[src/source/video_consts.svh]
`ifndef VIDEO_CONSTS_SVH
`define VIDEO_CONSTS_SVH

//////////////////////////////////////////////////
// horizontal timing, in character columns
//////////////////////////////////////////////////

`define H_VISIBLE      80
`define H_SYNC_START   80
`define H_SYNC_END     83
`define H_TOTAL        100

//////////////////////////////////////////////////
// vertical timing, in scanlines
//////////////////////////////////////////////////

`define V_VISIBLE      400
`define V_SYNC_START   400
`define V_SYNC_END     409
`define V_TOTAL        449

// pixels per column word
`define COL_PIXELS     8

// words buffered between fetcher and shifter
`define PIX_FIFO_DEPTH 4

`endif

[src/source/video_pkg.sv]
package video_pkg;

   // cpu i/o register map
   typedef enum logic [2:0] {
      SAR  = 3'd0,
      MR   = 3'd1,
      VAR  = 3'd2,
      VDR  = 3'd3,
      STAT = 3'd4,
      PAL  = 3'd5
   } reg_addr_e;

   // one column of 8 pixels, 2 bits each, first pixel in 15:14
   typedef logic [15:0] pix_word_t;

   typedef logic [15:0] vram_addr_t;

   // palette entry, red in the top bits
   typedef struct packed {
      logic [2:0] r;
      logic [2:0] g;
      logic [2:0] b;
   } color_t;

endpackage

[src/source/video_regs.sv]
`timescale 1ns/1ns

module video_regs (
   input  logic                  pxclk,
   input  logic                  rst,
   input  logic                  io_sel,
   input  logic                  io_wr,
   input  logic                  io_rd,
   input  video_pkg::reg_addr_e  io_addr,
   input  logic [15:0]           io_wdata,
   input  logic                  vblank,
   input  logic                  cpu_gnt,
   input  video_pkg::pix_word_t  cpu_rdata,
   output logic [15:0]           io_rdata,
   output video_pkg::vram_addr_t sar,
   output logic [1:0]            row_shift,
   output logic                  cpu_req,
   output logic                  cpu_we,
   output video_pkg::vram_addr_t cpu_addr,
   output video_pkg::pix_word_t  cpu_wdata,
   output video_pkg::color_t     palette [4]
);

   logic [15:0]           mr_q;
   video_pkg::vram_addr_t var_q;
   video_pkg::pix_word_t  vdr_q;
   logic                  rd_pending;
   logic                  busy;
   logic                  wr_stb;
   logic                  rd_stb;

   assign wr_stb    = io_sel && io_wr;
   assign rd_stb    = io_sel && io_rd;
   // a cpu vram access is in flight until its read data has landed
   assign busy      = cpu_req || rd_pending;
   assign row_shift = mr_q[1:0];

   //////////////////////////////////////////////////
   // control registers and vram request
   //////////////////////////////////////////////////

   always_ff @(posedge pxclk) begin
      if (rst) begin
         sar        <= '0;
         mr_q       <= '0;
         var_q      <= '0;
         cpu_req    <= 1'b0;
         rd_pending <= 1'b0;
         for (int i = 0; i < 4; i++) palette[i] <= '0;
      end else begin
         rd_pending <= cpu_gnt && !cpu_we;
         if (cpu_gnt) cpu_req <= 1'b0;
         if (wr_stb) begin
            case (io_addr)
               video_pkg::SAR: sar  <= io_wdata;
               video_pkg::MR:  mr_q <= io_wdata;
               video_pkg::VAR: begin
                  // new address, prefetch into the latch
                  var_q   <= io_wdata;
                  cpu_req <= 1'b1;
               end
               video_pkg::VDR: begin
                  var_q   <= var_q + 1'b1;
                  cpu_req <= 1'b1;
               end
               video_pkg::PAL: palette[io_wdata[10:9]] <= video_pkg::color_t'(io_wdata[8:0]);
               default: ;
            endcase
         end else if (rd_stb && io_addr == video_pkg::VDR) begin
            // step on and prefetch the next word
            var_q   <= var_q + 1'b1;
            cpu_req <= 1'b1;
         end
      end
   end

   // request payload, latched with the request
   always_ff @(posedge pxclk) begin
      if (wr_stb && io_addr == video_pkg::VAR) begin
         cpu_addr <= io_wdata;
         cpu_we   <= 1'b0;
      end else if (wr_stb && io_addr == video_pkg::VDR) begin
         cpu_addr  <= var_q;
         cpu_we    <= 1'b1;
         cpu_wdata <= io_wdata;
      end else if (rd_stb && io_addr == video_pkg::VDR) begin
         cpu_addr <= var_q + 1'b1;
         cpu_we   <= 1'b0;
      end
      if (rd_pending) vdr_q <= cpu_rdata;
   end

   // read mux, data valid the cycle after io_rd
   always_ff @(posedge pxclk) begin
      if (rd_stb) begin
         case (io_addr)
            video_pkg::SAR:  io_rdata <= sar;
            video_pkg::MR:   io_rdata <= mr_q;
            video_pkg::VAR:  io_rdata <= var_q;
            video_pkg::VDR:  io_rdata <= vdr_q;
            video_pkg::STAT: io_rdata <= {14'd0, busy, vblank};
            default:         io_rdata <= '0;
         endcase
      end
   end

   // software must see busy clear before touching var or vdr again
   a_no_access_while_busy: assert property (@(posedge pxclk) disable iff (rst)
      (wr_stb && io_addr inside {video_pkg::VAR, video_pkg::VDR}) ||
      (rd_stb && io_addr == video_pkg::VDR) |-> !busy)
      else $error("vram access issued while busy");

endmodule

[config.mk]
export PLATFORM = sky130hd
export DESIGN_NAME = video_regs
export DESIGN_NICKNAME = d
export VERILOG_FILES = /design/src/source/video_consts.svh /design/src/source/video_pkg.sv /design/src/source/video_regs.sv
export SDC_FILE = /design/constraint.sdc
export NUM_CORES = 1
export LEC_CHECK = 0
export BUFFER_PORTS_ARGS = -buffer_cell sky130_fd_sc_hd__buf_2
export CORE_ASPECT_RATIO = 1.2
export CORE_MARGIN = 4
export CORE_UTILIZATION = 31
export DETAILED_ROUTE_END_ITERATION = 12
export PLACE_DENSITY = 0.59
export SLEW_MARGIN = 10
export SYNTH_ARGS = -nofsm -noshare
export SYNTH_HDL_FRONTEND = slang
export SYNTH_SLANG_ARGS = --single-unit
export TNS_END_PERCENT = 30
[constraint.sdc]
create_clock -name pxclk -period 2.8 [get_ports pxclk]
set_input_delay 0.42 -clock pxclk [delete_from_list [all_inputs] [get_ports pxclk]]
set_output_delay 0.42 -clock pxclk [all_outputs]
set_load 0.02 [all_outputs]
Word-level counts from Yosys, hierarchy flattened
Cells that the tools add are included.
{"block": "word_totals", "reg_bits": 151, "input_bits": 42, "output_inout_bits": 104, "elab_cells": 67}
{"block": "classes", "n_addsub": 1, "n_lt_le_gt_ge": 2, "eq_ne": 6, "mux": 15, "bitwise_logic": 2, "n_reduce_logical": 19}
{"op": "one-hot mux 16 bit (5 select lines)", "count": 1}
{"op": "two-way mux 16 bit", "count": 4}
{"op": "bitwise mux 36 bit", "count": 1}
{"op": "one-hot mux 16 bit (2 select lines)", "count": 1}
{"op": "demux 9 bit (select 2 bit)", "count": 1}
{"op": "adder 16 x 1 -> 16 bit (second input constant)", "count": 1}
{"op": "AND reduction 2 bit", "count": 5}
{"op": "two-way mux 9 bit", "count": 1}
{"op": "logical AND 1 bit", "count": 7}
{"op": "== test 3 x 2 -> 1 bit (second input constant)", "count": 2}
{"op": "== test 3 bit (second input constant)", "count": 2}
{"op": "two-way mux 1 bit", "count": 6}
{"op": "nonzero test 2 bit", "count": 2}
{"op": "== test 3 x 1 -> 1 bit (second input constant)", "count": 1}
{"op": ">= comparator 3 bit (second input constant)", "count": 1}
{"op": "zero test 3 bit", "count": 1}
{"op": "less-than comparator 3 x 1 -> 1 bit (second input constant)", "count": 1}
{"op": "!= test 3 x 1 -> 1 bit (second input constant)", "count": 1}
{"op": "inverter 2 -> 3 bit", "count": 1}
{"op": "nonzero test 3 bit", "count": 1}
{"op": "OR reduction 2 bit", "count": 1}
{"op": "zero test 1 bit", "count": 1}
{"op": "logical OR 1 bit", "count": 1}
{"op": "inverter 1 bit", "count": 1}

Longest topological paths before layout
{"block": "depth", "depth_word": 6, "depth_mapped": 8}

Worst setup path after synthesis
No wires, ideal clock.
{"block": "synth_timing", "path_type": "flip-flop to flip-flop", "start": "reg var_q[0]", "end": "reg cpu_addr[10] (data pin)", "setup_time_ns": 0.261, "t_arrival_ns": 1.704, "required_ns": 2.539, "setup_slack_ns": 0.836, "stages_incl_launch_ff": 7, "synth_period_minus_slack_ns": 1.964, "path_cell_list": "dfxtp_1 ha_1 and3_2 nand3_4 or2_1 a21o_1 a221o_1"}
{"block": "synth_between", "elab_chain_cells": 4}
{"item": "start: declaration", "line": "video_regs.sv:25", "text": "video_pkg::vram_addr_t var_q;"}
{"item": "start signal: assignment", "line": "video_regs.sv:59", "text": "var_q <= io_wdata;"}
{"item": "start signal: assignment", "line": "video_regs.sv:63", "text": "var_q <= var_q + 1'b1;"}
{"item": "start signal: assignment", "line": "video_regs.sv:71", "text": "var_q <= var_q + 1'b1;"}
{"item": "adder 16 x 1 -> 16 bit", "line": "video_regs.sv:87", "text": "cpu_addr <= var_q + 1'b1;"}
{"item": "two-way mux 16 bit", "line": "video_regs.sv:86", "text": "end else if (rd_stb && io_addr == video_pkg::VDR) begin"}
{"item": "two-way mux 16 bit", "line": "video_regs.sv:82", "text": "end else if (wr_stb && io_addr == video_pkg::VDR) begin"}
{"item": "two-way mux 16 bit", "line": "video_regs.sv:79", "text": "if (wr_stb && io_addr == video_pkg::VAR) begin"}
{"item": "end signal: assignment", "line": "video_regs.sv:80", "text": "cpu_addr <= io_wdata;"}
{"item": "end signal: assignment", "line": "video_regs.sv:83", "text": "cpu_addr <= var_q;"}
{"item": "end signal: assignment", "line": "video_regs.sv:87"}
{"item": "end: declaration", "line": "video_regs.sv:19", "text": "output video_pkg::vram_addr_t cpu_addr,"}
No other way between the ends. The select of a mux whose other input is x is not followed.
A chain may end at the register's enable or synchronous reset.

Worst setup path after layout
{"block": "layout_timing", "start": "reg var_q[1]", "end": "reg cpu_addr[10] (data pin)"}
Same word-level chain as after synthesis.

==> summary.txt <==
MIN PATH
------------------------------------------------------------------------------------
WHS Path Cells ........................................................            1
Worst hold-check path type ............................................ input port to flop
Hold worst-path end ................................................... vdr_q[4]$_DFFE_PP_
Startpoint of the most critical hold path ............................. cpu_rdata[4]

WORST SETUP PATH
------------------------------------------------------------------------------------
Reg-to-reg critical path endpoint ..................................... cpu_addr[10]$_DFFE_PP_
Critical Path Slowest Stage Cell ...................................... sky130_fd_sc_hd__dfxtp_1
CP Class .............................................................. flop to flop
Worst flop-to-flop path startpoint .................................... var_q[1]$_SDFFE_PP0P_
Critical path peak fanout .............................................            8
Worst path max stage delay ............................................       460 ps
Register-to-register setup slack ......................................       560 ps
Worst Path Arrival ....................................................      2410 ps
Worst Path Required ...................................................      2970 ps
Launching element type of the critical path ...........................         flop
Sort of element at the end of the critical path .......................         flop
Number of cells traversed by the worst register-to-register path ......            6
Crit path cell chain .................................................. ha_1, and3_2, nand3_4, or2_1, a21o_1, a221o_1

CLOCK TREE
------------------------------------------------------------------------------------
Post-cts resize count .................................................            0
Maximum clock path buffer count .......................................            2
Later-pin clock latency in the skew report ............................       420 ps
Hold buffer count at CTS ..............................................            0
Cell chosen for the clock root ........................................ sky130_fd_sc_hd__clkbuf_16
Register clock-pin slew on the reported worst setup and hold paths ....        60 ps
Clock H-tree levels ...................................................            4
Post-CTS Setup Inserts ................................................            0
Total CTS buffers .....................................................           17
TritonCTS clock tree ..................................................          yes
Number of clock sinks .................................................          151

LOGIC SYNTHESIS
------------------------------------------------------------------------------------
Top post-synthesis cells by area ...................................... sky130_fd_sc_hd__edfxtp_1, sky130_fd_sc_hd__dfxtp_1, sky130_fd_sc_hd__mux2i_1
Largest area contributor in the synthesized netlist ................... sky130_fd_sc_hd__edfxtp_1
Share of the synthesized area in the top cell type ....................        0.299
Combined area of all synthesized cells ................................  0.00643 mm²
Count of synthesis-stage warnings from yosys ..........................            0
Most numerous cell in the Yosys netlist ............................... sky130_fd_sc_hd__dfxtp_1
Dominant register cell in the synthesized netlist ..................... sky130_fd_sc_hd__dfxtp_1
Post-synthesis average cell area ......................................     11.2 µm²
Total nets after synthesis ............................................          616
Count of flip-flops with a built-in enable after synthesis ............           64
Number of synthesized register bits ...................................          151
Register area share after synthesis ...................................        0.570
Count of cell types in the netlist ....................................           59
Top cell types by occurrence after synthesis .......................... sky130_fd_sc_hd__dfxtp_1, sky130_fd_sc_hd__nor2_1, sky130_fd_sc_hd__edfxtp_1
Share of flip-flops with an asynchronous set or reset after synthesis .            0
Number of standard cells after synthesis ..............................          573

GLOBAL ROUTING
------------------------------------------------------------------------------------
Overflow left after global routing ....................................            0
Global-route wire length before repair ................................     29200 µm
Overall track demand over capacity in global routing ..................        0.165
Antenna violations before repair ......................................            2
Pin count of the biggest net entering global routing ..................           56
Vias in the first global route ........................................         4844

LAYOUT
------------------------------------------------------------------------------------
Non-Filler Instances ..................................................          984
Fraction of final layout cells sized beyond drive strength 1 ..........        0.302
Design area ...........................................................  0.00796 mm²
Number of nets in the finished design .................................          748
Area grow syn2layout ..................................................        23.8%

DRT
------------------------------------------------------------------------------------
Aggregate routed wire length ..........................................     18900 µm
Post-route antenna net violation count ................................            0
WL/cell ...............................................................      19.2 µm
Total iterations of the first detailed-routing run ....................            5
First-iteration detailed-routing DRC count ............................          338
Total number of vias ..................................................         4852
Via density per instance ..............................................         4.93
Remaining DRCs ........................................................            0

PWR
------------------------------------------------------------------------------------
Pwr/cell area .........................................................   627 mW/mm²
Static Leak ...........................................................      3.25 nW
Peak supply drop ......................................................     0.445 mV

FLOORPLANNING
------------------------------------------------------------------------------------
Starting Density ......................................................        0.316
Die area ..............................................................   0.0231 mm²
Die Height ............................................................       166 µm
Chip Width ............................................................       139 µm
CORE AREA .............................................................   0.0203 mm²
Std-Cell Rows .........................................................           57
Top Ports .............................................................          146

TIMING
------------------------------------------------------------------------------------
Post-route minimum period .............................................      2240 ps
Setup violation total in the final timing report ......................            0
Summed negative setup slack over all endpoints ........................         0 ps
Max Clock Freq ........................................................      446 MHz
Slew at the pin with the worst max-slew slack .........................       886 ps
Tightest slew margin relative to the limit ............................        0.409
Max-slew violations ...................................................            0
Unrepaired setup endpoints after global routing .......................        false
Number of endpoints with negative hold slack in the final report ......            0
Post-Route Skew .......................................................      7.44 ps
Fraction of the cycle the final worst path needs ......................        0.801

PLACEMENT
------------------------------------------------------------------------------------
Instance area at placement ............................................  0.00737 mm²
I/O Buffers ...........................................................          145
Detailed placement HPWL ...............................................     13100 µm
Placed cells ..........................................................          951
Routability congestion estimate .......................................        0.861

RUN
------------------------------------------------------------------------------------
Total of max-cap violations ...........................................            0

OUTCOME
------------------------------------------------------------------------------------
Status ................................................................ complete, no violations

==> worst max-delay path by stage <==
stage,start,endpoint,slack [ps],cells after the start
after floorplan,var_q[0]$_SDFFE_PP0P_,cpu_addr[10]$_DFFE_PP_,840,6
after global placement,io_addr[2],cpu_addr[10]$_DFFE_PP_,500,7
after detailed placement,io_addr[2],cpu_addr[10]$_DFFE_PP_,440,7
after CTS,var_q[1]$_SDFFE_PP0P_,cpu_addr[10]$_DFFE_PP_,550,6
after global routing,var_q[1]$_SDFFE_PP0P_,cpu_addr[10]$_DFFE_PP_,430,6
final,var_q[1]$_SDFFE_PP0P_,cpu_addr[10]$_DFFE_PP_,560,6
==> power breakdown <==
group	total, mW	internal, mW	switching, mW
clock	2.29	1.39	0.897
sequential	2.38	2.35	0.0300
combinational	0.327	0.112	0.215
total	4.99	3.85	1.14
==> sequential cells by signal, summed over array words and instances, names as in the netlist <==
name	count
rd_pending	1
cpu_req	1
var_q	16
palette	36
cpu_addr	16
cpu_we	1
cpu_wdata	16
sar	16
mr_q	16
vdr_q	16
io_rdata	16
==> final cells by class <==
cell class	count	area, µm²
diodes	1	2.50
repair buffers	159	831
flip-flops and latches	151	3660
fillers	2014	12400
clock buffers	18	429
inverters	7	26.3
clock inverters	14	158
multi-input cells	369	2510
well taps	265	332
==> stage by stage <==
step                      worst slack [ps]   util  power [mW]  hold slack, ps
after floorplan                        836      -        2.61             455
after global placement                 505  0.362        2.76             452
after detailed placement               438  0.362        2.76             458
after CTS                              553  0.391        5.06             151
after global routing                   433  0.391        5.17             158
final                                  558  0.391        4.99             173
==> logic make-up after synthesis <==
family,after synthesis,share of synthesized area
AND/OR/NAND/NOR,200,0.149
flip-flops,151,0.570
AO/OA/AOI/OAI,91,0.0901
multiplexers,73,0.145
buffers and inverters,53,0.0387
XOR/XNOR,4,0.00545
adder cells (fa/ha/maj),1,0.00195
==> critical path: cells and delay by family (launching register included) <==
family	cells	cell delay [ps]
AND/OR/NAND/NOR	3	680
AO/OA/AOI/OAI	2	480
flip-flops	1	460
adder cells (fa/ha/maj)	1	370
==> metal layers <==
metal,GRT usage,vias to the layer above,part of all wire
met1,0.206,2344,0.41
met2,0.273,165,0.50
met5,0,-,0.0011
met4,0.0464,4,0.013
li1,-,2318,-
met3,0.0544,21,0.076
==> cell usage in the layout (no fill, tap or decap), types with 3 or more instances in the layout <==
cell / instances
sky130_fd_sc_hd__nand4_1: 3
sky130_fd_sc_hd__or3_1: 5
sky130_fd_sc_hd__mux2i_1: 55
sky130_fd_sc_hd__or2_1: 3
sky130_fd_sc_hd__dfxtp_1: 87
sky130_fd_sc_hd__clkinvlp_4: 5
sky130_fd_sc_hd__and2_1: 6
sky130_fd_sc_hd__clkinv_1: 3
sky130_fd_sc_hd__inv_1: 5
sky130_fd_sc_hd__nand2b_1: 3
sky130_fd_sc_hd__a22oi_1: 9
sky130_fd_sc_hd__buf_4: 14
sky130_fd_sc_hd__a211oi_1: 5
sky130_fd_sc_hd__nor2b_1: 18
sky130_fd_sc_hd__clkbuf_16: 17
sky130_fd_sc_hd__nand2_2: 3
sky130_fd_sc_hd__a31oi_1: 5
sky130_fd_sc_hd__nor3_1: 4
sky130_fd_sc_hd__edfxtp_1: 64
sky130_fd_sc_hd__buf_2: 145
sky130_fd_sc_hd__mux4_2: 16
sky130_fd_sc_hd__o21ai_0: 15
sky130_fd_sc_hd__xor2_1: 3
sky130_fd_sc_hd__nand2_1: 56
sky130_fd_sc_hd__o21a_1: 3
sky130_fd_sc_hd__nand3_1: 15
sky130_fd_sc_hd__nor2_1: 67
sky130_fd_sc_hd__bufinv_16: 3
sky130_fd_sc_hd__a21oi_1: 33
sky130_fd_sc_hd__and3_1: 4
Note: power is estimated with default switching activity, not from simulation.
