### config.mk
export PLATFORM = sky130hd
export DESIGN_NAME = pixel_out
export DESIGN_NICKNAME = d
export VERILOG_FILES = /design/src/source/video_pkg.sv /design/src/source/pixel_out.sv
export VERILOG_INCLUDE_DIRS = /design/src /design/src/source
export SDC_FILE = /design/constraint.sdc
export NUM_CORES = 1
export LEC_CHECK = 0
export BUFFER_PORTS_ARGS = -buffer_cell sky130_fd_sc_hd__buf_2
export CORE_MARGIN = 2
export CORE_UTILIZATION = 35
export DETAILED_ROUTE_END_ITERATION = 8
export PLACE_DENSITY_LB_ADDON = 0.2
export SLEW_MARGIN = 20
export SYNTH_ARGS = -nofsm -noshare
export SYNTH_HDL_FRONTEND = slang
export SYNTH_SLANG_ARGS = --single-unit
### constraint.sdc
create_clock -name pxclk -period 2.7 [get_ports pxclk]
set_input_delay 0.135 -clock pxclk [delete_from_list [all_inputs] [get_ports pxclk]]
set_output_delay 0.135 -clock pxclk [all_outputs]
set_load 0.01 [all_outputs]
### src/source/video_consts.svh
`ifndef VIDEO_CONSTS_SVH
`define VIDEO_CONSTS_SVH

//////////////////////////////////////////////////
// horizontal timing, in character columns
//////////////////////////////////////////////////

`define H_VISIBLE      80
`define H_SYNC_START   80
`define H_SYNC_END     83
`define H_TOTAL        100

//////////////////////////////////////////////////
// vertical timing, in scanlines
//////////////////////////////////////////////////

`define V_VISIBLE      400
`define V_SYNC_START   400
`define V_SYNC_END     409
`define V_TOTAL        449

// pixels per column word
`define COL_PIXELS     8

// words buffered between fetcher and shifter
`define PIX_FIFO_DEPTH 4

`endif

### src/source/video_pkg.sv
package video_pkg;

   // cpu i/o register map
   typedef enum logic [2:0] {
      SAR  = 3'd0,
      MR   = 3'd1,
      VAR  = 3'd2,
      VDR  = 3'd3,
      STAT = 3'd4,
      PAL  = 3'd5
   } reg_addr_e;

   // one column of 8 pixels, 2 bits each, first pixel in 15:14
   typedef logic [15:0] pix_word_t;

   typedef logic [15:0] vram_addr_t;

   // palette entry, red in the top bits
   typedef struct packed {
      logic [2:0] r;
      logic [2:0] g;
      logic [2:0] b;
   } color_t;

endpackage

### src/source/pixel_out.sv
`timescale 1ns/1ns
`include "video_consts.svh"

module pixel_out (
   input  logic                 pxclk,
   input  logic                 rst,
   input  logic                 fetch_valid,
   input  video_pkg::pix_word_t fetch_data,
   input  logic [2:0]           px,
   input  logic                 visible,
   input  logic                 hsync_n,
   input  logic                 vsync_n,
   input  video_pkg::color_t    palette [4],
   output logic                 credit_return,
   output logic [2:0]           r,
   output logic [2:0]           g,
   output logic [2:0]           b,
   output logic                 hs,
   output logic                 vs
);

   localparam int PTR_W = $clog2(`PIX_FIFO_DEPTH);

   video_pkg::pix_word_t fifo [`PIX_FIFO_DEPTH];
   logic [PTR_W-1:0]     wr_ptr;
   logic [PTR_W-1:0]     rd_ptr;
   logic [PTR_W:0]       count;
   logic                 empty;
   logic                 full;
   logic                 col_start;
   logic                 pop;
   logic                 sync_seen;
   video_pkg::pix_word_t shreg;
   logic [1:0]           idx;
   video_pkg::color_t    color;

   assign empty     = (count == '0);
   assign full      = (count == (PTR_W+1)'(`PIX_FIFO_DEPTH));
   assign col_start = visible && (px == 3'd0);
   // nothing to pop in the first frame after reset
   assign pop       = col_start && !empty;

   // first pixel comes straight from the fifo head
   assign idx   = pop ? fifo[rd_ptr][15:14] : shreg[15:14];
   assign color = palette[idx];

   //////////////////////////////////////////////////
   // word fifo
   //////////////////////////////////////////////////

   always_ff @(posedge pxclk) begin
      if (rst) begin
         wr_ptr        <= '0;
         rd_ptr        <= '0;
         count         <= '0;
         credit_return <= 1'b0;
         sync_seen     <= 1'b0;
      end else begin
         if (fetch_valid) wr_ptr <= (wr_ptr == PTR_W'(`PIX_FIFO_DEPTH - 1)) ? '0 : wr_ptr + 1'b1;
         if (pop) rd_ptr <= (rd_ptr == PTR_W'(`PIX_FIFO_DEPTH - 1)) ? '0 : rd_ptr + 1'b1;
         count         <= count + (PTR_W+1)'(fetch_valid) - (PTR_W+1)'(pop);
         credit_return <= pop;
         if (!vsync_n) sync_seen <= 1'b1;
      end
   end

   always_ff @(posedge pxclk) begin
      if (fetch_valid) fifo[wr_ptr] <= fetch_data;
      // load on pop, else shift the next index up
      shreg <= pop ? {fifo[rd_ptr][13:0], 2'b00} : {shreg[13:0], 2'b00};
   end

   //////////////////////////////////////////////////
   // registered video outputs
   //////////////////////////////////////////////////

   always_ff @(posedge pxclk) begin
      if (rst) begin
         hs <= 1'b1;
         vs <= 1'b1;
         r  <= '0;
         g  <= '0;
         b  <= '0;
      end else begin
         hs <= hsync_n;
         vs <= vsync_n;
         r  <= visible ? color.r : 3'd0;
         g  <= visible ? color.g : 3'd0;
         b  <= visible ? color.b : 3'd0;
      end
   end

   a_no_overflow: assert property (@(posedge pxclk) disable iff (rst)
      fetch_valid |-> !full)
      else $error("push into full pixel fifo");

   a_no_underflow: assert property (@(posedge pxclk) disable iff (rst)
      col_start && sync_seen |-> !empty)
      else $error("pixel fifo empty in visible video");

endmodule

After elaboration in Yosys (flattened, before gate mapping)
Memories as Yosys holds them, arrays and structs flattened. A register that Yosys moved wholly into a read port is not among the register bits.
Cells that the tools add are included.

storage, ports and cells
  register bits after elaboration = 35
  memory bits (writable) = 64
  input bits = 61
  output and inout port bits = 12
  word-level logic and storage cells = 37
  memories = 1

operators by class
  add/sub/neg operators = 4
  $lt $le $gt $ge = 1
  equality and inequality tests = 2
  muxes and demuxes = 11
  bitwise operators = 2
  reductions and logical operators = 6

memories
  memory  depth  bits a word  rd ports  clocked after memory_dff  wr ports  RTL line         RTL
  fifo    4      16           1         1                         1         pixel_out.sv:24  video_pkg::pix_word_t fifo [`PIX_FIFO_DEPTH];

operators by type and width
  kind                 count
  $bmux 9 s2           1
  $mux 9               2
  $mux 16              1
  $mux 2               5
  $logic_not 3->1      2
  $add 2x1->2 const B  2
  $eq 2x2->1 const B   2
  $add 3x1->3          1
  $ge 3x3->1 const B   1
  $not 2->3            1
  $sub 3x1->3          1
  $logic_and 1x1->1    2
  $mux 1               2
  $reduce_or 2->1      1
  $logic_not 1->1      1
  $not 1->1            1

Depth between registers and ports, before layout
Gate-level depths: netlist of run 1.

  depth in word-level cells = 8
  depth in mapped cells = 14
  gate-level depth less buffers = 11

Worst setup path after synthesis of run 1
OpenSTA, ideal clock, no wires.

  path type = register -> register
  start point = register count[1]
  end point = register count[2]
  arrival = 2.588 ns
  required time = 2.574 ns
  slack = -0.014 ns
  cell stages (with the launch flop) = 15
  buffers on the path = 3
  clock period less this slack = 2.714 ns
  path through = dfxtp_1 -> or3_1 -> clkbuf_1 -> nand2_1 -> inv_2 -> clkbuf_1 -> buf_2 -> ha_1 -> inv_1 -> ha_1 -> inv_1 -> fa_1 -> xor2_1 -> xnor2_1 -> nor2_1

between the ends
  word-level cells in the longest chain between the ends = 4
  elaborated cells between the ends (all ways) = 5
  those cells by class = add/sub (2); reduce/logical (3)

ends and longest elaborated chain
  item                      RTL line         RTL
  start: declaration        pixel_out.sv:27  logic [PTR_W:0] count;
  start signal: assignment  pixel_out.sv:61  count <= count + (PTR_W+1)'(fetch_valid) - (PTR_W+1)'(pop);
  $logic_not 3->1           pixel_out.sv:37  assign empty = (count == '0);
  $logic_not 1->1           pixel_out.sv:41  assign pop = col_start && !empty;
  $logic_and 1x1->1         pixel_out.sv:41
  named net pop             pixel_out.sv:31  logic pop;
  $sub 3x1->3               pixel_out.sv:61

The timed path passes the listed nets, and every way through them passes these cells.
A chain may end at the register's enable or synchronous reset.

Final worst setup path of run 1
  start point = register count[1]
  end point = register count[2]

between the ends
  word-level cells in the longest chain between the ends = 4
  elaborated cells between the ends (all ways) = 5
  those cells by class = add/sub (2); reduce/logical (3)

ends and longest elaborated chain
  item                                                 RTL line
  branches (longest 3 deep; another with $add 3x1->3)  --
  $sub 3x1->3 (*)                                      pixel_out.sv:61

Every way passes the cells marked *.

==> results of run 1 <==
final timing paths:
kind / from / endpoint / slack (ns) / cells after the start
setup / recovery: count[1]$_SDFF_PP0_ / count[2]$_SDFF_PP0_ / 0.47 / 11
hold / removal: fetch_data[5] / fifo[1][5]$_DFFE_PP_ / 0.01 / 1
hold reg to reg: shreg[11]$_DFF_P_ / shreg[13]$_DFF_P_ / 0.42 / 2
setup reg to reg: count[1]$_SDFF_PP0_ / count[2]$_SDFF_PP0_ / 0.47 / 11
power by group through the flow:
stage                     logic [mW]  clock network (mW)  registers (mW)
after floorplan                0.318                   0            1.77
after global placement         0.497                   0            1.77
after detailed placement       0.508                   0            1.77
after CTS                      0.515                1.38            1.74
after global routing           0.569                1.43            1.74
final                          0.511                1.35            1.73
layout by cell type (no fill, tap or decap), types with 3 or more instances in the layout:
cell,n
a22oi_1,18
a311oi_1,18
and2_1,4
and3_1,3
buf_2,72
buf_4,14
clkbuf_16,9
dfxtp_1,35
dlygate4sd3_1,6
edfxtp_1,64
ha_1,7
inv_1,23
mux4_1,3
mux4_2,13
nand2_1,57
nand2b_1,18
nor2_1,6
nor4_1,18
o22ai_1,9
sequential cells by signal, summed over array words and instances, names as in the netlist, named ones only:
name and flops:
b 3, count 3, credit_return 1, fifo 64, g 3, hs 1
r 3, rd_ptr 2, shreg 14, vs 1, wr_ptr 2
kinds of logic after synthesis:
group	count (synthesis)	share of synthesized area
buffers and inverters	50	0.04825
flip-flops	99	0.6093
XOR/XNOR	2	0.004071
adder cells (fa/ha/maj)	8	0.02500
multiplexers	18	0.09099
AO/OA/AOI/OAI	49	0.08634
AND/OR/NAND/NOR	117	0.1360
Yosys cell counts (3+ instances only):
master    number  share of area
nand2b_1      18          0.026
nand2_1       58          0.051
and2_1         4         0.0058
nor2_1         6         0.0052
a22oi_1       18          0.031
a311oi_1      18          0.037
clkbuf_1      19          0.017
dfxtp_1       35           0.16
edfxtp_1      64           0.45
nor4_1        18          0.026
buf_2          4         0.0047
inv_1         23          0.020
o22ai_1        9          0.013
mux4_2        13          0.068
ha_1           7          0.020
mux4_1         3          0.018
and3_1         3         0.0044
metal layers:
metal	track usage	wire length (um)
met5	0	0
met4	0.03775	85
met3	0.04112	498
met2	0.2369	4421
met1	0.1840	4159
timing repair:
action / CTS / global route
hold buffers: 6 / 0
buffers inserted: 0 / 0
hold endpoints to repair: 18 / 0
setup endpoints to repair: 0 / 0
cell type report:
cell class                      count  area [um^2]
Multi-Input combinational cell    194         1490
Clock buffer                       10        239.0
Timing Repair Buffer               92        525.5
Sequential cell                    99         2623
Fill cell                        1154         6782
Inverter                           24        90.09
Tap cell                          147        183.9
Clock inverter                      6        78.83
through the flow:
stage               setup slack, ns  std cells  utilization
finish                       0.4676        572       0.4354
global placement             0.5252        550       0.4040
CTS                          0.4412        572       0.4354
floorplan                   0.04055        343            -
detailed placement           0.4532        550       0.4040
global route                 0.3511        572       0.4354
==> flow_summary.yaml, run 1 <==
status:
  status: "complete, no violations"
placed_design:
  gp_congestion: 0.7630
  hpwlAfterDp_um: 6059
  numPortBuffers: 72
  placed_cell_area_um2: 4852
yosys:
  synth_edf_count: 64
  syn_nets: 412
  syn_avg_cell_area_um2: 12.55
  synthCells: 343
  ys_seq_elements: 99
  synthFlopType: "edfxtp_1"
  synth_cell_types: 34
  ys.warnings.count: 0
  syn-cell-area_um2: 4304
  seq_area_frac_synth: 0.6093
  synthArstFlopShare: 0
worst_setup_path:
  cp_max_fo: 4
  crit_family: "adder cells"
  crit_arrival_ns: 2.46
  startpoint_type: "flop"
  path_class: "reg2reg"
  critPathCaptureType: "flop"
  crit_path_max_incr_delay_ns: 0.40
  critPathRequiredTime_ns: 2.93
  path_cells: "or3_1 > nand2_2 > inv_2 > ha_1 > inv_1 > ha_1 > inv_1 > fa_1 > xor2_1 > xnor2_1 > nor2_1"
  crit_buf_inv: 3
  slowest_stage: "or3_1"
worst_hold_path:
  hold_path_class: "in2reg"
power:
  seqPwrFrac: 0.483
  p_clk_frac: 0.375
  power_leakage_nw: 2.088
  p_comb_frac: 0.142
  p_sw_uw: 917.8
  intPower_mw: 2.673
  total_power_mw: 3.591
  sw_frac_of_total: 0.2556
  ir_drop_mv: 0.2800
  cellPowerDensity_nw_per_um2: 686.7
final_layout:
  final_cell_area_um2: 5230
  diodes: 0
  area_delta_synth_final_pct: 21.51
  fin_nets: 489
  layout-drive-gt1-share: 0.2847
cts:
  cts_buffers: 9
  cts-resized-gates: 0
  clkTransAtPathRegs_ns: 0.07
  cts_root_buf: "clkbuf_16"
  h-tree-depth: 3
  clk_latency_ns: 0.34
  tritoncts: "yes"
  clock-sinks: 99
  cts_buffer_depth: 2
floorplan:
  start_util: 0.3583
  die_y_um: 114.9
  dieArea_um2: 13200
  core_area_um2: 12010
  io_pins: 73
  num_rows: 40
  die_w_um: 114.9
sta:
  fin_tns_setup_ns: 0
  setup_viol: 0
  max_freq_mhz: 448.0
  period_minus_slack_ns: 2.232
  rsz0062_at_grt: "no"
  worst_pin_slew_ns: 0.6835
  whs_ns: 0.01199
  clock_skew_ns: 0.009003
  hold_viol: 0
  fin_crit_sh: 0.8268
  final_max_slew_viol_count: 0
  max_slew_margin: 0.5443
drt:
  wl_um: 9164
  antenna_left: 0
  routedWlPerCell_um: 16.02
  drt_iter0_drc: 173
  vias: 2919
  drc_errors: 0
  via_per_inst: 5.103
  first_pass_iters: 4
grt:
  antenna_found_initial: 0
  grtUsageTotal: 0.1426
  grt_pass1_wl_um: 14430
  grt_max_degree: 37
  grt-ovfl-total: 0
  grt_pass1_vias: 2876
flow_run:
  maxCapViolCount: 0
Power figures use the tool's default switching activity.
==> run 2: changes to the inputs <==
- ABC_AREA: unset -> 1
- clock period: 2.7 -> 2.26 ns (I/O delays scaled with it)
==> flow_summary.yaml, run 2 <==
status:
  status: "complete, no violations"
drt:
  routedWlPerCell_um: 13.42
  vias: 2994
  wl_um: 8604
  drc_errors: 0
  first_pass_iters: 4
  drt_iter0_drc: 172
  via_per_inst: 4.671
  antenna_left: 0
worst_setup_path:
  startpoint_type: "flop"
  cp_max_fo: 3
  crit_arrival_ns: 2.22
  path_class: "reg2reg"
  critPathCaptureType: "flop"
  critPathRequiredTime_ns: 2.49
  r2r_cells: 12
power:
  power_leakage_nw: 2.186
  cellPowerDensity_nw_per_um2: 792.2
  total_power_mw: 4.033
  ir_drop_mv: 0.4545
cts:
  clock-sinks: 99
  cts_buffer_depth: 2
  tritoncts: "yes"
  h-tree-depth: 3
  clk_latency_ns: 0.35
  clkTransAtPathRegs_ns: 0.06
  cts_buffers: 9
  cts_setup_buffers: 0
  cts_root_buf: "clkbuf_16"
floorplan:
  num_rows: 39
  core_area_um2: 11470
  die_w_um: 112.6
  start_util: 0.3600
  io_pins: 73
  die_y_um: 112.6
  dieArea_um2: 12680
worst_hold_path:
  hold_path_class: "in2reg"
  whs_path_depth: 2
placed_design:
  numPortBuffers: 72
  placed_cell_area_um2: 4641
  gp_congestion: 0.7943
  hpwlAfterDp_um: 5415
  dp_cells: 607
  dp_slack_ns: 0.2809
grt:
  grt_pass1_vias: 2924
  antenna_found_initial: 0
  grtUsageTotal: 0.1444
  grt-ovfl-total: 0
  grt_pass1_wl_um: 14170
  grt_max_degree: 31
yosys:
  synth_area_leaders: "edfxtp_1 (47%), dfxtp_1 (17%), nor2_1 (6.8%)"
  synthCells: 398
  synth_edf_count: 64
  yosys.area.top_type: "edfxtp_1"
  synthFlopType: "edfxtp_1"
  syn_nets: 467
  syn-cell-area_um2: 4128
  ys_seq_elements: 99
  ys.warnings.count: 0
  synth_cell_types: 29
  synth_top_area_frac: 0.4656
  yosysMostFrequentCell: "nor2_1"
  synthTopCellsByCount: "nor2_1 (75), edfxtp_1 (64), inv_1 (44), nand2_1 (36), dfxtp_1 (35)"
  seq_area_frac_synth: 0.6353
  syn_avg_cell_area_um2: 10.37
  synthArstFlopShare: 0
sta:
  worst_pin_slew_ns: 0.4074
  fin_crit_sh: 0.8798
  hold_viol: 0
  fin_tns_setup_ns: 0
  setup_viol: 0
  period_minus_slack_ns: 1.988
  max_freq_mhz: 503.0
  clock_skew_ns: 0.01163
  final_max_slew_viol_count: 0
  max_slew_margin: 0.7284
  setup_ws_ns: 0.2717
  rsz0062_at_grt: "no"
final_layout:
  largest_register: "fifo"
  area_delta_synth_final_pct: 23.34
  layout-drive-gt1-share: 0.2309
  largest_reg_flops: 64
  fin_nets: 562
  reg_top3: "fifo: 64 flops, shreg: 14 flops"
  fillers: 1121
  diodes: 0
  final_cell_area_um2: 5091
  layout_common_cells: "nor2_1 (75), buf_2 (72), edfxtp_1 (64)"
  stdcell_count: 641
  layout_commonest_cell: "nor2_1"
flow_run:
  maxCapViolCount: 0
==> run 2: cell types whose count changed in the layout (fill, tap and decap cells not counted), sizes merged, moves of 15 or more <==
cell and change:
nand3 +32, mux4 -16, nand2b -18, nor2 +73, nand2 -15, inv +21, o21ai +33, nor4 -18
a311oi -18, a22oi -18
==> run 2: final timing paths <==
kind | slack, ns | startpoint | to
setup / recovery | 0.27 | count[1]$_SDFF_PP0_ | count[2]$_SDFF_PP0_
hold / removal | 0.01 | rst | count[1]$_SDFF_PP0_
setup reg to reg | 0.27 | count[1]$_SDFF_PP0_ | count[2]$_SDFF_PP0_
hold reg to reg | 0.46 | count[2]$_SDFF_PP0_ | count[2]$_SDFF_PP0_
==> run 2: cells by family (layout without fill, tap and decap cells) <==
family	after synthesis	in the layout	synth area share
simple gates	166	166	0.1861
flops	99	99	0.6353
buf+inv	63	163	0.06789
compound gates	61	61	0.08245
fa+ha+maj	8	8	0.02607
xor+xnor	1	1	0.002122
==> run 2: critical path, stage by stage (launching register included) <==
cell	delay [ns]
dfxtp_2	0.34
inv_2	0.05
nand2_1	0.07
nor2_4	0.14
nor2_8	0.04
ha_1	0.26
inv_1	0.06
ha_1	0.13
inv_1	0.05
fa_1	0.37
xor2_1	0.16
o21ai_0	0.15
a21oi_1	0.06
==> run 2: final cells by class <==
cell class / count / area, um^2 / area share
tap: 143 / 178.9 / 0.03514
inverter: 48 / 180.2 / 0.03539
sequential: 99 / 2624 / 0.5154
timing repair buffer: 99 / 608.1 / 0.1194
multi-input combinational: 236 / 1230 / 0.2416
clock buffer: 11 / 232.7 / 0.04571
clock inverter: 5 / 37.54 / 0.007373
==> run 2: layer usage <==
metal / global-route usage / vias to the layer above / wire (um)
li1: - / 1516 / -
met1: 0.1850 / 1371 / 3908
met5: 0 / - / 0
met2: 0.2259 / 93 / 3902
met4: 0.06179 / 0 / 174
met3: 0.04590 / 14 / 619
==> run 2: metrics by stage <==
stage / hold WS, ns / util
after floorplan: 0.1723 / -
after global placement: 0.2948 / 0.4047
after detailed placement: 0.3004 / 0.4047
after CTS: 0.0005536 / 0.4440
after global routing: 0.01331 / 0.4440
final: 0.01268 / 0.4440
==> run 2: repair_timing <==
action | CTS | global route
endpoints found under the hold margin | 66 | 0
gates resized for setup | 0 | 0
endpoints found under the setup margin | 0 | 0
hold buffers | 18 | 0
==> run 2: report_power, final <==
part | total (mW) | switching (mW) | internal, mW
Combinational | 0.533 | 0.317 | 0.216
Clock | 1.42 | 0.672 | 0.751
Sequential | 2.08 | 0.0377 | 2.04
==> run 3: changes to the inputs <==
- CORE_UTILIZATION: 35 -> 47
- TNS_END_PERCENT: unset -> 5
==> flow_summary.yaml, run 3 (synthesis gave the netlist of run 2 again) <==
sta:
  hold_viol: 0
  final_max_slew_viol_count: 0
  max_slew_margin: 0.7098
  fin_crit_sh: 0.8764
  fin_tns_setup_ns: 0
  period_minus_slack_ns: 1.981
  worst_pin_slew_ns: 0.4352
  setup_viol: 0
  max_freq_mhz: 504.9
  rsz0062_at_grt: "no"
  clock_skew_ns: 0.01106
cts:
  cts_buffers: 9
  cts_setup_buffers: 0
  clock-sinks: 99
  h-tree-depth: 3
  clkTransAtPathRegs_ns: 0.09
  tritoncts: "yes"
  cts-resized-gates: 0
  clk_latency_ns: 0.35
  cts_buffer_depth: 2
  cts_root_buf: "clkbuf_8"
worst_hold_path:
  min_from: "palette[12]"
  whs_path_depth: 5
  hold_path_class: "in2reg"
  worstHoldEndpoint: "g[0]$_SDFF_PP0_"
drt:
  antenna_left: 0
  routedWlPerCell_um: 12.75
  first_pass_iters: 4
  via_per_inst: 4.823
  drc_errors: 0
  drt_iter0_drc: 137
  wl_um: 7726
  vias: 2923
power:
  sw_frac_of_total: 0.2353
  cellPowerDensity_nw_per_um2: 779.3
  p_sw_uw: 920.3
  seqPwrFrac: 0.530
  total_power_mw: 3.911
  ir_drop_mv: 0.5201
  power_leakage_nw: 2.175
  p_clk_frac: 0.334
  p_comb_frac: 0.135
  intPower_mw: 2.991
floorplan:
  io_pins: 73
  die_y_um: 97.72
  start_util: 0.4780
  dieArea_um2: 9548
  core_area_um2: 8636
  die_w_um: 97.72
  num_rows: 34
grt:
  grt_max_degree: 33
  grtUsageTotal: 0.1661
  grt_pass1_vias: 2674
  grt-ovfl-total: 0
  grt_pass1_wl_um: 12560
  antenna_found_initial: 0
final_layout:
  final_cell_area_um2: 5019
  layout_common_cells: "nor2_1 (75), buf_2 (72), edfxtp_1 (64)"
  fillers: 725
  layout-drive-gt1-share: 0.2309
  diodes: 0
  largest_reg_flops: 64
  layout_commonest_cell: "nor2_1"
  fin_nets: 562
  stdcell_count: 606
  largest_register: "fifo"
  area_delta_synth_final_pct: 21.58
  reg_top3: "fifo: 64 flops, shreg: 14 flops"
worst_setup_path:
  crit_arrival_ns: 2.23
  startpoint_type: "flop"
  slowest_stage: "fa_1"
  r2r_cells: 12
  cp_max_fo: 3
  rr_startpoint: "count[1]$_SDFF_PP0_"
  path_cells: "inv_2 > nand2_1 > nor2_4 > nor2_8 > ha_1 > inv_1 > ha_1 > inv_1 > fa_1 > xor2_1 > o21ai_0 > a21oi_1"
  path_class: "reg2reg"
  r2r_slack_ns: 0.28
  critPathCaptureType: "flop"
  critPathRequiredTime_ns: 2.51
  crit_path_max_incr_delay_ns: 0.37
  r2r_end: "count[2]$_SDFF_PP0_"
placed_design:
  hpwlAfterDp_um: 4839
  placed_cell_area_um2: 4589
  dp_cells: 571
  gp_congestion: 0.7981
  numPortBuffers: 72
status:
  status: "complete, no violations"
flow_run:
  maxCapViolCount: 0
==> run 3: power groups by stage <==
stage	clock network (mW)	logic [mW]	registers [mW]
6_report	1.31	0.530	2.07
5_1_grt	1.41	0.603	2.09
4_1_cts	1.34	0.535	2.07
3_5_place_dp	0	0.507	2.12
3_3_place_gp	0	0.499	2.12
2_1_floorplan	0	0.345	2.12
==> run 3: timing repair <==
item                                   in CTS  in global routing
setup endpoints to repair                   0                  0
endpoints found under the hold margin      68                  0
hold buffers                               19                  0
==> run 3: per-layer routing <==
layer / part of all wire / routed length, um / vias up / global-route usage
met3: 0.051 / 392 / 4 / 0.03813
met1: 0.45 / 3481 / 1333 / 0.2083
met2: 0.49 / 3820 / 71 / 0.2907
met4: 0.0040 / 31 / 0 / 0.04487
met5: 0 / 0 / - / 0
li1: - / - / 1515 / -
==> run 3: area by class of cell <==
cell class	count	area, um^2	share of cell area
Clock buffer	10	127.6	0.02543
Clock inverter	6	111.4	0.02219
Tap cell	108	135.1	0.02693
Multi-Input combinational cell	236	1230	0.2451
Inverter	48	180.2	0.03590
Timing Repair Buffer	99	610.6	0.1217
Sequential cell	99	2624	0.5228
==> run 3: how the worst max path moves through the flow <==
stage                                    from             endpoint  slack, ns  depth (start not counted)
after floorplan           count[1]$_SDFF_PP0_  count[2]$_SDFF_PP0_       0.04                         14
after global placement    count[1]$_SDFF_PP0_  count[2]$_SDFF_PP0_       0.32                         12
after detailed placement  count[1]$_SDFF_PP0_  count[2]$_SDFF_PP0_       0.27                         12
after CTS                 count[1]$_SDFF_PP0_  count[2]$_SDFF_PP0_       0.26                         12
after global routing      count[2]$_SDFF_PP0_  count[2]$_SDFF_PP0_       0.10                         12
final                     count[1]$_SDFF_PP0_  count[2]$_SDFF_PP0_       0.28                         12
==> run 3: worst max-delay path, delay by kind of cell (launching register included) <==
| kind | cells | cell delay [ns] |
|---|---|---|
| compound gates | 2 | 0.19 |
| xor+xnor | 1 | 0.16 |
| fa+ha+maj | 3 | 0.77 |
| buf+inv | 3 | 0.16 |
| flops | 1 | 0.35 |
| simple gates | 3 | 0.25 |
==> run 3: metrics by stage <==
stage / utilization / hold WS (ns) / setup slack (ns)
2_1_floorplan: - / 0.1723 / 0.04004
3_3_place_gp: 0.5314 / 0.2952 / 0.3199
3_5_place_dp: 0.5314 / 0.3012 / 0.2705
4_1_cts: 0.5811 / 0.07570 / 0.2645
5_1_grt: 0.5811 / 0.1022 / 0.1024
6_report: 0.5811 / 0.09603 / 0.2793
